[config.mk]
export PLATFORM = sky130hd
export DESIGN_NAME = game_config_apb
export DESIGN_NICKNAME = d
export VERILOG_FILES = /design/src/source/arena_pkg.sv /design/src/source/game_config_apb.sv
export SDC_FILE = /design/constraint.sdc
export NUM_CORES = 1
export LEC_CHECK = 0
export ABC_CLOCK_PERIOD_IN_PS = 4700
export BUFFER_PORTS_ARGS = -buffer_cell sky130_fd_sc_hd__buf_2
export CAP_MARGIN = 10
export CORE_ASPECT_RATIO = 0.6
export CORE_UTILIZATION = 50
export CTS_CLUSTER_SIZE = 30
export DETAILED_ROUTE_END_ITERATION = 10
export PLACE_DENSITY = 0.83
export SLEW_MARGIN = 20
export SYNTH_ARGS = -nofsm -noshare
export SYNTH_HDL_FRONTEND = slang
export SYNTH_SLANG_ARGS = --single-unit
[constraint.sdc]
create_clock -name CLOCK_50 -period 4.7 [get_ports CLOCK_50]
set_clock_uncertainty 0.2 [all_clocks]
set_input_delay 1.41 -clock CLOCK_50 [delete_from_list [all_inputs] [get_ports CLOCK_50]]
set_output_delay 1.41 -clock CLOCK_50 [all_outputs]
set_load 0.02 [all_outputs]
[src/source/arena_pkg.sv]
package arena_pkg;

    localparam int grid_w = 80;
    localparam int grid_h = 60;
    localparam int cell_count = grid_w * grid_h;

    typedef logic [12:0] cell_addr_t;   // x + y * grid_w
    typedef logic [6:0] cell_x_t;
    typedef logic [5:0] cell_y_t;

    typedef logic [1:0] cell_t;         // 0..2 player trail
    localparam cell_t cell_empty = 2'd3;

    // turning right adds one, left subtracts one
    typedef logic [1:0] dir_t;
    localparam dir_t dir_up = 2'd0;
    localparam dir_t dir_right = 2'd1;
    localparam dir_t dir_down = 2'd2;
    localparam dir_t dir_left = 2'd3;

    localparam int num_players = 3;
    localparam cell_x_t [num_players-1:0] start_x = {7'd45, 7'd35, 7'd40};
    localparam cell_y_t [num_players-1:0] start_y = {6'd35, 6'd35, 6'd25};
    localparam dir_t [num_players-1:0] start_dir = {dir_right, dir_left, dir_up};

    localparam int disp_ticks = 32;     // pause after a round

    localparam int tick_w = 24;
    localparam logic [tick_w-1:0] tick_period_rst = 24'd2_000_000;
    localparam logic [tick_w-1:0] tick_period_min = 24'd32;
    localparam logic [num_players-1:0] player_mask_rst = 3'b111;
    localparam logic [3:0] reg_tick = 4'h0;
    localparam logic [3:0] reg_mask = 4'h4;

    localparam logic [1:0] seq_idle = 2'd0;
    localparam logic [1:0] seq_game = 2'd1;
    localparam logic [1:0] seq_disp = 2'd2;

    localparam logic [3:0] step_write = 4'd10;  // first trail write clock
    localparam logic [3:0] step_move = 4'd13;

endpackage

[src/source/game_config_apb.sv]
module game_config_apb (
    input  logic CLOCK_50,
    input  logic reset_game,
    input  logic [3:0] paddr,
    input  logic psel,
    input  logic penable,
    input  logic pwrite,
    input  logic [31:0] pwdata,
    input  logic game_tick,
    output logic [31:0] prdata,
    output logic pready,
    output logic pslverr,
    output logic [arena_pkg::tick_w-1:0] tick_period,
    output logic [arena_pkg::num_players-1:0] player_mask
);
    import arena_pkg::*;

    logic [tick_w-1:0] tick_stage;
    logic [num_players-1:0] mask_stage;
    logic addr_ok;
    logic wr_en;

    assign addr_ok = (paddr == reg_tick) || (paddr == reg_mask);
    assign wr_en = psel && penable && pwrite && addr_ok;
    assign pready = 1'b1;   // no wait states
    assign pslverr = psel && penable && !addr_ok;

    always_comb begin
        prdata = '0;
        if (paddr == reg_tick)
            prdata = 32'(tick_stage);
        else if (paddr == reg_mask)
            prdata = 32'(mask_stage);
    end

    always_ff @(posedge CLOCK_50) begin
        if (reset_game) begin
            tick_stage <= tick_period_rst;
            mask_stage <= player_mask_rst;
            tick_period <= tick_period_rst;
            player_mask <= player_mask_rst;
        end else begin
            if (wr_en && paddr == reg_tick)
                tick_stage <= (pwdata < 32'(tick_period_min)) ? tick_period_min
                                                              : pwdata[tick_w-1:0];
            if (wr_en && paddr == reg_mask)
                mask_stage <= pwdata[num_players-1:0];
            if (game_tick) begin    // staged values go live on the tick
                tick_period <= tick_stage;
                player_mask <= mask_stage;
            end
        end
    end

endmodule

==> results.tsv, run 1 <==
stage	metric	value	unit
logic_synthesis	synth.distinct_cells	29	
place	gp_congestion	0.779	
die	initial_core_util	54.5	%
layout	fin_nets	383	
timing	fin_crit_sh	85.6	%
timing	maxSlewHeadroom	39.1	%
timing	worst_pin_slew	914	ps
route	drc_errors	0	
min_path	hp-class	flop to flop	
pwr	powerDensity	299	nW/um2
route	drtAntennaViolNets	0	
global_routing	grt_start_max_net_pins	56	
logic_synthesis	synthesis.area	2340	um2
worst_setup_path	r2r_cells	2	
pwr	p_clk_share	35.8	%
timing	timing.fmax	249	MHz
global_routing	grt_pass1_vias	1617	
layout	final_cell_mix	93 x buf_2, 54 x dfxtp_1, 40 x nand2_1	
timing	setup_viol	0	
worst_setup_path	criticalPathCategory	input port to primary output	
clock_network	cts_made_buffers	5	
clock_network	ctsResizeCount	0	
pwr	p_leak	1.33	nW
clock_network	clk_latency	300	ps
worst_setup_path	path_common_cell	buf_2	
clock_network	postCtsSetupBuffers	0	
route	routed_wl	5410	um
logic_synthesis	yosys_warnings	0	
die	fp.dieH	55.0	um
place	post-dp-hpwl	3880	um
worst_setup_path	r2r_slack	3660	ps
global_routing	grt_pass1_wl	8090	um
die	rows	18	
pwr	combPwrFrac	9.6	%
logic_synthesis	netlist_instances	260	
job	max-cap-violations	0	
layout	nFillCells	399	
route	via_per_inst	5.00	
clock_network	clk_pin_slew	90	ps
pwr	ir_worst_vdd	0.174	mV
route	first_pass_iters	4	
route	routed-via-count	2009	
pwr	power	853	uW
layout	ff_latch_area	1080	um2
logic_synthesis	netlist.area_leader.share	46.1	%
place	placed_area	2740	um2
worst_setup_path	critical_path.cell_chain	buf_2 -> nor4_4 -> buf_4 -> and2_1 -> buf_2	
timing	rsz0062_at_grt	no	
worst_setup_path	cp_max_fo	22	
min_path	min_to	tick_stage[23]$_SDFFE_PP0P_	
clock_network	cts_tree	done	
die	die_area	4980	um2
worst_setup_path	crit_buf_inv	3	
global_routing	globalRouteOverflowTotal	0	
layout	final_common_cell	buf_2	
die	io_pins	103	
worst_setup_path	slowest_stage	buf_4	
pwr	seqPwrFrac	54.6	%
die	core	4300	um2
timing	slew_violations	0	
clock_network	holdBufCountCts	0	
clock_network	clockBufferDepth	2	
worst_setup_path	worstPathRequired	3090	ps
pwr	p_int	652	uW
worst_setup_path	cp-end-kind	primary output	
layout	drive_gt1_share	30.7	%
route	initialDrtViolationCount	74	
layout	diodes	0	
layout	multi_input_area	1100	um2
logic_synthesis	yosysTopAreaCell	dfxtp_1	
global_routing	track_usage	21.2	%
die	die_w	90.4	um
timing	setup-tns-final	0	ps
layout	final_area	2850	um2
worst_setup_path	reg2reg_to	mask_stage[2]$_SDFFE_PP1P_	
worst_setup_path	slowest_delay	270	ps
pwr	swShare	23.5	%
clock_network	cts_root_buf	clkbuf_8	
logic_synthesis	syn_area_per_cell	9.02	um2
pwr	power_switching	201	uW
layout	area_delta_synth_final	21.5	%
worst_setup_path	path_delay_family	buffers and inverters	
route	wire_per_inst	13.5	um
place	port_buffers	93	
status	status	completed	
worst_setup_path	reg2reg_from	mask_stage[2]$_SDFFE_PP1P_	
layout	final_core_util	66.2	%
min_path	worstHoldPathCells	2	
global_routing	grt_antenna_before_repair	0	
clock_network	htreeDepth	2	
worst_setup_path	cp.arrival	2410	ps
logic_synthesis	synth_area_leaders	dfxtp_1 46%, mux2i_1 8.5%, nand2_1 6.4%, and2_1 5.3%, a211o_1 4.9%	
min_path	hp-start	tick_stage[23]$_SDFFE_PP0P_	
clock_network	cts.sink_count	54	
timing	fin_crit	4020	ps
worst_setup_path	cp-start-kind	input port	
logic_synthesis	synth_seq_cells	54	
timing	final-hold-violation-count	0	
logic_synthesis	yosysSeqAreaShare	46.1	%
## power groups by stage
stage	clock network (mW)	logic, mW	registers [mW]
3_3_place_gp	0	0.0807	0.476
2_1_floorplan	0	0.0496	0.482
4_1_cts	0.311	0.0817	0.466
6_report	0.305	0.0817	0.466
5_1_grt	0.331	0.0879	0.467
3_5_place_dp	0	0.0813	0.476
## worst max path at each step
| stage | start | endpoint | slack [ps] | depth (start not counted) |
|---|---|---|---|---|
| 4_1_cts | paddr[2] | prdata[11] | 680 | 5 |
| 3_3_place_gp | paddr[3] | pslverr | 710 | 4 |
| 3_5_place_dp | paddr[2] | prdata[11] | 690 | 5 |
| 5_1_grt | paddr[2] | prdata[11] | 600 | 5 |
| 2_1_floorplan | paddr[3] | prdata[5] | 680 | 3 |
| 6_report | paddr[2] | prdata[19] | 680 | 5 |
## worst reg2reg max path, cell delays in order, from the launching register on
cell and delay (ps):
dfxtp_1 340, nor2b_1 130, a211o_1 260
## state kept, by name, summed over array words and instances (netlist names)
signal and count:
tick_period 24, player_mask 3, tick_stage 24, mask_stage 3
## synth_stat cells
library cell  count
and3_1            1
clkbuf_1         10
nor3_1            2
inv_1             1
nor4_1            6
a21oi_1          16
and2_1           20
nand2_1          40
a211o_1          13
nor4_4            1
buf_2             5
buf_4             9
clkbuf_8          1
nor2_4            1
nor2b_1          13
buf_6             2
nand3b_1          9
o211ai_1          4
dfxtp_1          54
o21ai_0           1
nand3_1           1
buf_12            1
mux2i_1          20
conb_1            2
nor2_1           21
o31a_1            1
nand4_1           3
or3_1             1
and4_1            1
## stage by stage
stage,setup slack [ps],instances,hold WS [ps]
detailed placement,686,394,267
CTS,678,402,280
global placement,712,394,257
finish,677,402,277
global route,603,402,309
floorplan,681,267,244
## cell type report
cell class / instances / area share, %
Multi-Input combinational cell: 184 / 38.6
Sequential cell: 54 / 37.9
Timing Repair Buffer: 95 / 16.9
Tap cell: 60 / 2.64
Clock buffer: 5 / 2.42
Clock inverter: 3 / 1.41
Inverter: 1 / 0.132
## per-layer routing
layer  vias to the layer above  global-route usage (%)  part of all wire [%]  wire length (um)
met5                         -                       0                     0                 0
met2                        76                    33.8                    43              2330
met3                         2                    4.92                   6.7               360
met4                         0                    4.03                  0.13                 7
met1                       915                    30.0                    50              2710
li1                       1016                       -                     -                 -
## cell families after synthesis
logic type / share of synthesized area [%]
AOI/OAI and AO/OA: 10.1
other: 0.320
buffers and inverters: 8.11
muxes: 8.54
and+or+nand+nor: 26.8
DFF: 46.1
(Power assumes the default switching activity.)
==> run 2, diff against run 1 <==
--- a/config.mk
+++ b/config.mk
@@ -5,7 +5,7 @@
 export SDC_FILE = /design/constraint.sdc
 export NUM_CORES = 1
 export LEC_CHECK = 0
-export ABC_CLOCK_PERIOD_IN_PS = 4700
+export ABC_CLOCK_PERIOD_IN_PS = 5000
 export BUFFER_PORTS_ARGS = -buffer_cell sky130_fd_sc_hd__buf_2
 export CAP_MARGIN = 10
 export CORE_ASPECT_RATIO = 0.6
==> constraint.sdc (replaced) <==
create_clock -name CLOCK_50 -period 5 [get_ports CLOCK_50]
set_clock_uncertainty 0.2 [all_clocks]
set_input_delay 1.5 -clock CLOCK_50 [delete_from_list [all_inputs] [get_ports CLOCK_50]]
set_output_delay 1.5 -clock CLOCK_50 [all_outputs]
set_load 0.02 [all_outputs]
==> run 2 against run 1 <==
First-iteration DRC count fell by 28%. Critical path depth did not move. Worst setup slack improved by 130 ps. Global-route usage rose by 0.27 points. Final cell count did not move. Hold slack got worse by 1.8 ps. Die area did not move. Largest cell class unchanged.
==> results.tsv, run 2 (synthesized netlist as in run 1, its figures left out) <==
stage	metric	value	unit
worst_setup_path	slowest_delay	260	ps
timing	rsz0062_at_grt	no	
clock_network	ctsResizeCount	0	
layout	drive_gt1_share	30.7	%
pwr	power_switching	190	uW
pwr	power	782	uW
die	die_w	90.4	um
worst_setup_path	slowest_stage	buf_4	
min_path	hp-class	flop to flop	
layout	fin_nets	383	
die	die_area	4980	um2
global_routing	grt_pass1_wl	8120	um
place	gp_congestion	0.786	
pwr	powerDensity	275	nW/um2
die	rows	18	
timing	slew_violations	0	
worst_setup_path	endpoint	prdata[22]	
pwr	p_int	592	uW
pwr	combPwrFrac	9.8	%
worst_setup_path	worstPathRequired	3300	ps
worst_setup_path	path_common_cell	buf_2	
layout	final_common_cell	buf_2	
layout	final_cell_mix	93 x buf_2, 54 x dfxtp_1, 40 x nand2_1	
die	io_pins	103	
clock_network	postCtsSetupBuffers	0	
timing	worst_pin_slew	928	ps
route	initialDrtViolationCount	53	
worst_setup_path	cp-end-kind	primary output	
pwr	swShare	24.3	%
worst_setup_path	reg2reg_from	mask_stage[2]$_SDFFE_PP1P_	
worst_setup_path	r2r_cells	2	
clock_network	clockBufferDepth	2	
timing	setup_viol	0	
route	via_per_inst	4.98	
clock_network	cts_tree	done	
place	port_buffers	93	
clock_network	holdBufCountCts	0	
worst_setup_path	r2r_slack	3960	ps
worst_setup_path	critical_path.cell_chain	buf_2 -> nor4_4 -> buf_4 -> and2_1 -> buf_2	
timing	maxSlewHeadroom	38.1	%
place	dp_cells	394	
global_routing	track_usage	21.5	%
route	routed-via-count	2003	
pwr	p_clk_share	34.2	%
clock_network	htreeDepth	2	
die	fp.dieH	55.0	um
timing	timing.fmax	239	MHz
clock_network	cts_root_buf	clkbuf_8	
job	max-cap-violations	0	
global_routing	grt_antenna_before_repair	0	
route	wire_per_inst	13.3	um
timing	fin_crit	4190	ps
worst_setup_path	crit_buf_inv	3	
worst_setup_path	worstSetupStartpoint	paddr[2]	
worst_setup_path	reg2reg_to	mask_stage[2]$_SDFFE_PP1P_	
layout	final_core_util	66.1	%
worst_setup_path	criticalPathCategory	input port to primary output	
worst_setup_path	path_delay_family	buffers and inverters	
layout	top_regs	tick_period x24, tick_stage x24	
route	drtAntennaViolNets	0	
timing	final-hold-violation-count	0	
clock_network	clk_latency	310	ps
global_routing	grt_start_max_net_pins	56	
status	status	completed	
clock_network	clk_pin_slew	100	ps
timing	setup-tns-final	0	ps
timing	fin_crit_sh	83.8	%
route	routed_wl	5340	um
clock_network	cts.sink_count	54	
pwr	ir_worst_vdd	0.133	mV
pwr	seqPwrFrac	56.0	%
place	post-dp-hpwl	3830	um
global_routing	globalRouteOverflowTotal	0	
layout	final_cell_count_no_fill	402	
route	first_pass_iters	4	
die	core	4300	um2
worst_setup_path	crit_cells	5	
die	initial_core_util	54.5	%
worst_setup_path	cp-start-kind	input port	
route	drc_errors	0	
timing	holdWs	275	ps
global_routing	grt_pass1_vias	1670	
layout	diodes	0	
layout	area_delta_synth_final	21.3	%
pwr	p_leak	1.33	nW
worst_setup_path	cp.arrival	2490	ps
clock_network	cts_made_buffers	5	
worst_setup_path	cp_max_fo	22	
==> run 2: cell types whose count changed in the layout (fill, tap and decap cells not counted) <==
| cell | delta |
|---|---|
| bufinv_16 | -1 |
| clkbuf_8 | +2 |
| clkinv_2 | -2 |
| clkinv_4 | +1 |
==> run 2: layout make-up <==
cell class                      instances  area, um2
Sequential cell                        54       1080
Inverter                                1       3.75
Clock inverter                          1       8.76
Fill cell                             393       1460
Clock buffer                            7       96.3
Tap cell                               60       75.1
Timing Repair Buffer                   95        480
Multi-Input combinational cell        184       1100
==> run 2: metal layers <==
| metal | up-vias | wire, um | global-route usage (%) |
|---|---|---|---|
| met5 | - | 0 | 0 |
| li1 | 1017 | - | - |
| met4 | 0 | 0 | 6.45 |
| met1 | 916 | 2650 | 29.6 |
| met3 | 0 | 353 | 5.05 |
| met2 | 70 | 2340 | 34.2 |
==> run 2: power groups by stage <==
stage / clock network, mW / registers, mW / logic, mW
5_1_grt: 0.293 / 0.439 / 0.0828
3_5_place_dp: 0 / 0.448 / 0.0763
4_1_cts: 0.273 / 0.438 / 0.0765
6_report: 0.268 / 0.438 / 0.0767
2_1_floorplan: 0 / 0.453 / 0.0466
3_3_place_gp: 0 / 0.448 / 0.0759
==> run 2: worst register-to-register path, cell delays in order (launching register included) <==
cell and delay, ps:
dfxtp_1 340, nor2b_1 140, a211o_1 250
==> run 2: stage by stage <==
step / worst slack, ps / cell area, um2
floorplan: 801 / 2370
global placement: 832 / 2740
detailed placement: 798 / 2740
CTS: 797 / 2850
global route: 729 / 2850
finish: 808 / 2850
==> run 2: how the worst min path moves through the flow <==
stage	start	endpoint	slack [ps]	cells after the start
4_1_cts	tick_stage[8]$_SDFFE_PP0P_	tick_stage[8]$_SDFFE_PP0P_	280	2
3_3_place_gp	tick_stage[14]$_SDFFE_PP0P_	tick_stage[14]$_SDFFE_PP0P_	260	2
3_5_place_dp	tick_stage[8]$_SDFFE_PP0P_	tick_stage[8]$_SDFFE_PP0P_	260	2
6_report	tick_stage[8]$_SDFFE_PP0P_	tick_stage[8]$_SDFFE_PP0P_	280	2
2_1_floorplan	tick_stage[0]$_SDFFE_PP0P_	tick_stage[0]$_SDFFE_PP0P_	240	2
5_1_grt	tick_stage[11]$_SDFFE_PP0P_	tick_stage[11]$_SDFFE_PP0P_	310	2
==> run 3, diff against run 2 <==
--- a/config.mk
+++ b/config.mk
@@ -5,14 +5,14 @@
 export SDC_FILE = /design/constraint.sdc
 export NUM_CORES = 1
 export LEC_CHECK = 0
-export ABC_CLOCK_PERIOD_IN_PS = 5000
+export ABC_CLOCK_PERIOD_IN_PS = 4150
 export BUFFER_PORTS_ARGS = -buffer_cell sky130_fd_sc_hd__buf_2
 export CAP_MARGIN = 10
 export CORE_ASPECT_RATIO = 0.6
-export CORE_UTILIZATION = 50
+export CORE_UTILIZATION = 47
 export CTS_CLUSTER_SIZE = 30
 export DETAILED_ROUTE_END_ITERATION = 10
-export PLACE_DENSITY = 0.83
+export PLACE_DENSITY = 0.78
 export SLEW_MARGIN = 20
 export SYNTH_ARGS = -nofsm -noshare
 export SYNTH_HDL_FRONTEND = slang
==> constraint.sdc (replaced) <==
create_clock -name CLOCK_50 -period 4.15 [get_ports CLOCK_50]
set_clock_uncertainty 0.2 [all_clocks]
set_input_delay 1.245 -clock CLOCK_50 [delete_from_list [all_inputs] [get_ports CLOCK_50]]
set_output_delay 1.245 -clock CLOCK_50 [all_outputs]
set_load 0.02 [all_outputs]
==> run 3 against run 2 <==
Global-route usage fell by 1.1 points. Worst setup slack lost 330 ps. Sequential cell count unchanged. Clock-buffer cell count decreased by 2. Register-to-register slack worse by 850 ps. Total power increased by 23%. Via count is essentially flat. Critical path depth unchanged. First-iteration DRC count up 42%. Die area up 6.2%. Sequential power is 21% higher. Wire length is 0.73% lower. Critical endpoint is now prdata[15]. Largest cell class unchanged. Largest power group unchanged. Highest routed layer is now met4.
==> results.tsv, run 3 (synthesized netlist as in run 1, its figures left out) <==
stage	metric	value	unit
status	status	completed	
layout	final_cell_count_no_fill	405	
global_routing	grt_pass1_wl	8270	um
layout	final_common_cell	buf_2	
layout	diodes	0	
worst_setup_path	worstSetupStartpoint	paddr[2]	
timing	holdWs	279	ps
job	max-cap-violations	0	
timing	fin_crit_sh	88.5	%
layout	fin_nets	383	
route	routed-via-count	2002	
pwr	powerDensity	338	nW/um2
worst_setup_path	cp_max_fo	22	
timing	fin_ws	478	ps
layout	final_core_util	60.9	%
route	drtAntennaViolNets	0	
pwr	p_int	738	uW
global_routing	track_usage	20.4	%
layout	area_delta_synth_final	21.7	%
route	wire_per_inst	13.1	um
clock_network	htreeDepth	2	
place	port_buffers	93	
die	rows	19	
clock_network	cts_tree	done	
global_routing	grt_pass1_vias	1711	
global_routing	grt_antenna_before_repair	0	
timing	slew_violations	0	
timing	fin_crit	3670	ps
pwr	power	964	uW
worst_setup_path	reg2reg_from	mask_stage[2]$_SDFFE_PP1P_	
clock_network	cts_root_buf	clkbuf_8	
die	die_area	5280	um2
die	core	4680	um2
clock_network	ctsResizeCount	0	
route	initialDrtViolationCount	75	
worst_setup_path	r2r_cells	2	
clock_network	cts.sink_count	54	
worst_setup_path	criticalPathCategory	input port to primary output	
global_routing	globalRouteOverflowTotal	0	
min_path	hp-class	flop to flop	
place	dp_cells	397	
die	initial_core_util	50.1	%
place	post-dp-hpwl	3810	um
layout	drive_gt1_share	30.7	%
worst_setup_path	cp-end-kind	primary output	
timing	timing.fmax	272	MHz
worst_setup_path	cp-start-kind	input port	
route	via_per_inst	4.94	
clock_network	clk_latency	300	ps
global_routing	grt_start_max_net_pins	56	
pwr	combPwrFrac	9.6	%
place	pre_cts_ws	456	ps
pwr	seqPwrFrac	54.7	%
timing	rsz0062_at_grt	no	
die	fp.dieH	56.7	um
pwr	power_switching	226	uW
layout	final_area	2850	um2
route	routed_wl	5300	um
worst_setup_path	cp.arrival	2230	ps
worst_setup_path	reg2reg_to	mask_stage[2]$_SDFFE_PP1P_	
layout	final_cell_mix	93 x buf_2, 54 x dfxtp_1, 40 x nand2_1	
layout	top_regs	tick_period x24, tick_stage x24	
timing	maxSlewHeadroom	39.2	%
clock_network	postCtsSetupBuffers	0	
place	gp_congestion	0.737	
route	drc_errors	0	
clock_network	holdBufCountCts	0	
clock_network	cts_made_buffers	5	
timing	worst_pin_slew	913	ps
die	io_pins	103	
pwr	ir_worst_vdd	0.205	mV
worst_setup_path	r2r_slack	3110	ps
worst_setup_path	worstPathRequired	2700	ps
pwr	p_leak	1.33	nW
timing	setup-tns-final	0	ps
timing	final-hold-violation-count	0	
route	first_pass_iters	4	
pwr	swShare	23.4	%
pwr	p_clk_share	35.7	%
die	die_w	93.2	um
worst_setup_path	endpoint	prdata[15]	
clock_network	clk_pin_slew	100	ps
timing	setup_viol	0	
clock_network	clockBufferDepth	2	
place	placed_area	2740	um2
[run 3: area by class of cell]
class,instances,area (um2)
tap,63,78.8
sequential,54,1080
clock inverter,3,40.0
multi-input combinational,184,1100
fill,431,1830
clock buffer,5,68.8
timing repair buffer,95,480
inverter,1,3.75
[run 3: worst min path at each step]
stage               slack [ps]                           to                        start  depth (start not counted)
global route               310  tick_stage[11]$_SDFFE_PP0P_  tick_stage[11]$_SDFFE_PP0P_                          2
floorplan                  240   tick_stage[0]$_SDFFE_PP0P_   tick_stage[0]$_SDFFE_PP0P_                          2
finish                     280  tick_stage[22]$_SDFFE_PP0P_  tick_stage[22]$_SDFFE_PP0P_                          2
CTS                        280  tick_stage[14]$_SDFFE_PP0P_  tick_stage[14]$_SDFFE_PP0P_                          2
detailed placement         260  tick_stage[14]$_SDFFE_PP0P_  tick_stage[14]$_SDFFE_PP0P_                          2
global placement           260  tick_stage[13]$_SDFFE_PP0P_  tick_stage[13]$_SDFFE_PP0P_                          2
[run 3: routing by layer]
metal | vias to the layer above | global-route usage, % | wire, um
met4 | 0 | 6.81 | 39
met5 | - | 0 | 0
met2 | 64 | 29.4 | 2280
met1 | 916 | 29.9 | 2690
met3 | 5 | 4.47 | 295
li1 | 1017 | - | -
[run 3: worst max-delay path: stages]
cell and delay, ps:
buf_2 160, nor4_4 250, buf_4 260, and2_1 150, buf_2 160
[run 3: power groups by stage]
stage | Clock [mW] | Sequential [mW] | Combinational (mW)
after floorplan | 0 | 0.546 | 0.0562
after detailed placement | 0 | 0.540 | 0.0927
after global routing | 0.372 | 0.529 | 0.101
after CTS | 0.352 | 0.528 | 0.0930
final | 0.344 | 0.528 | 0.0927
after global placement | 0 | 0.539 | 0.0926
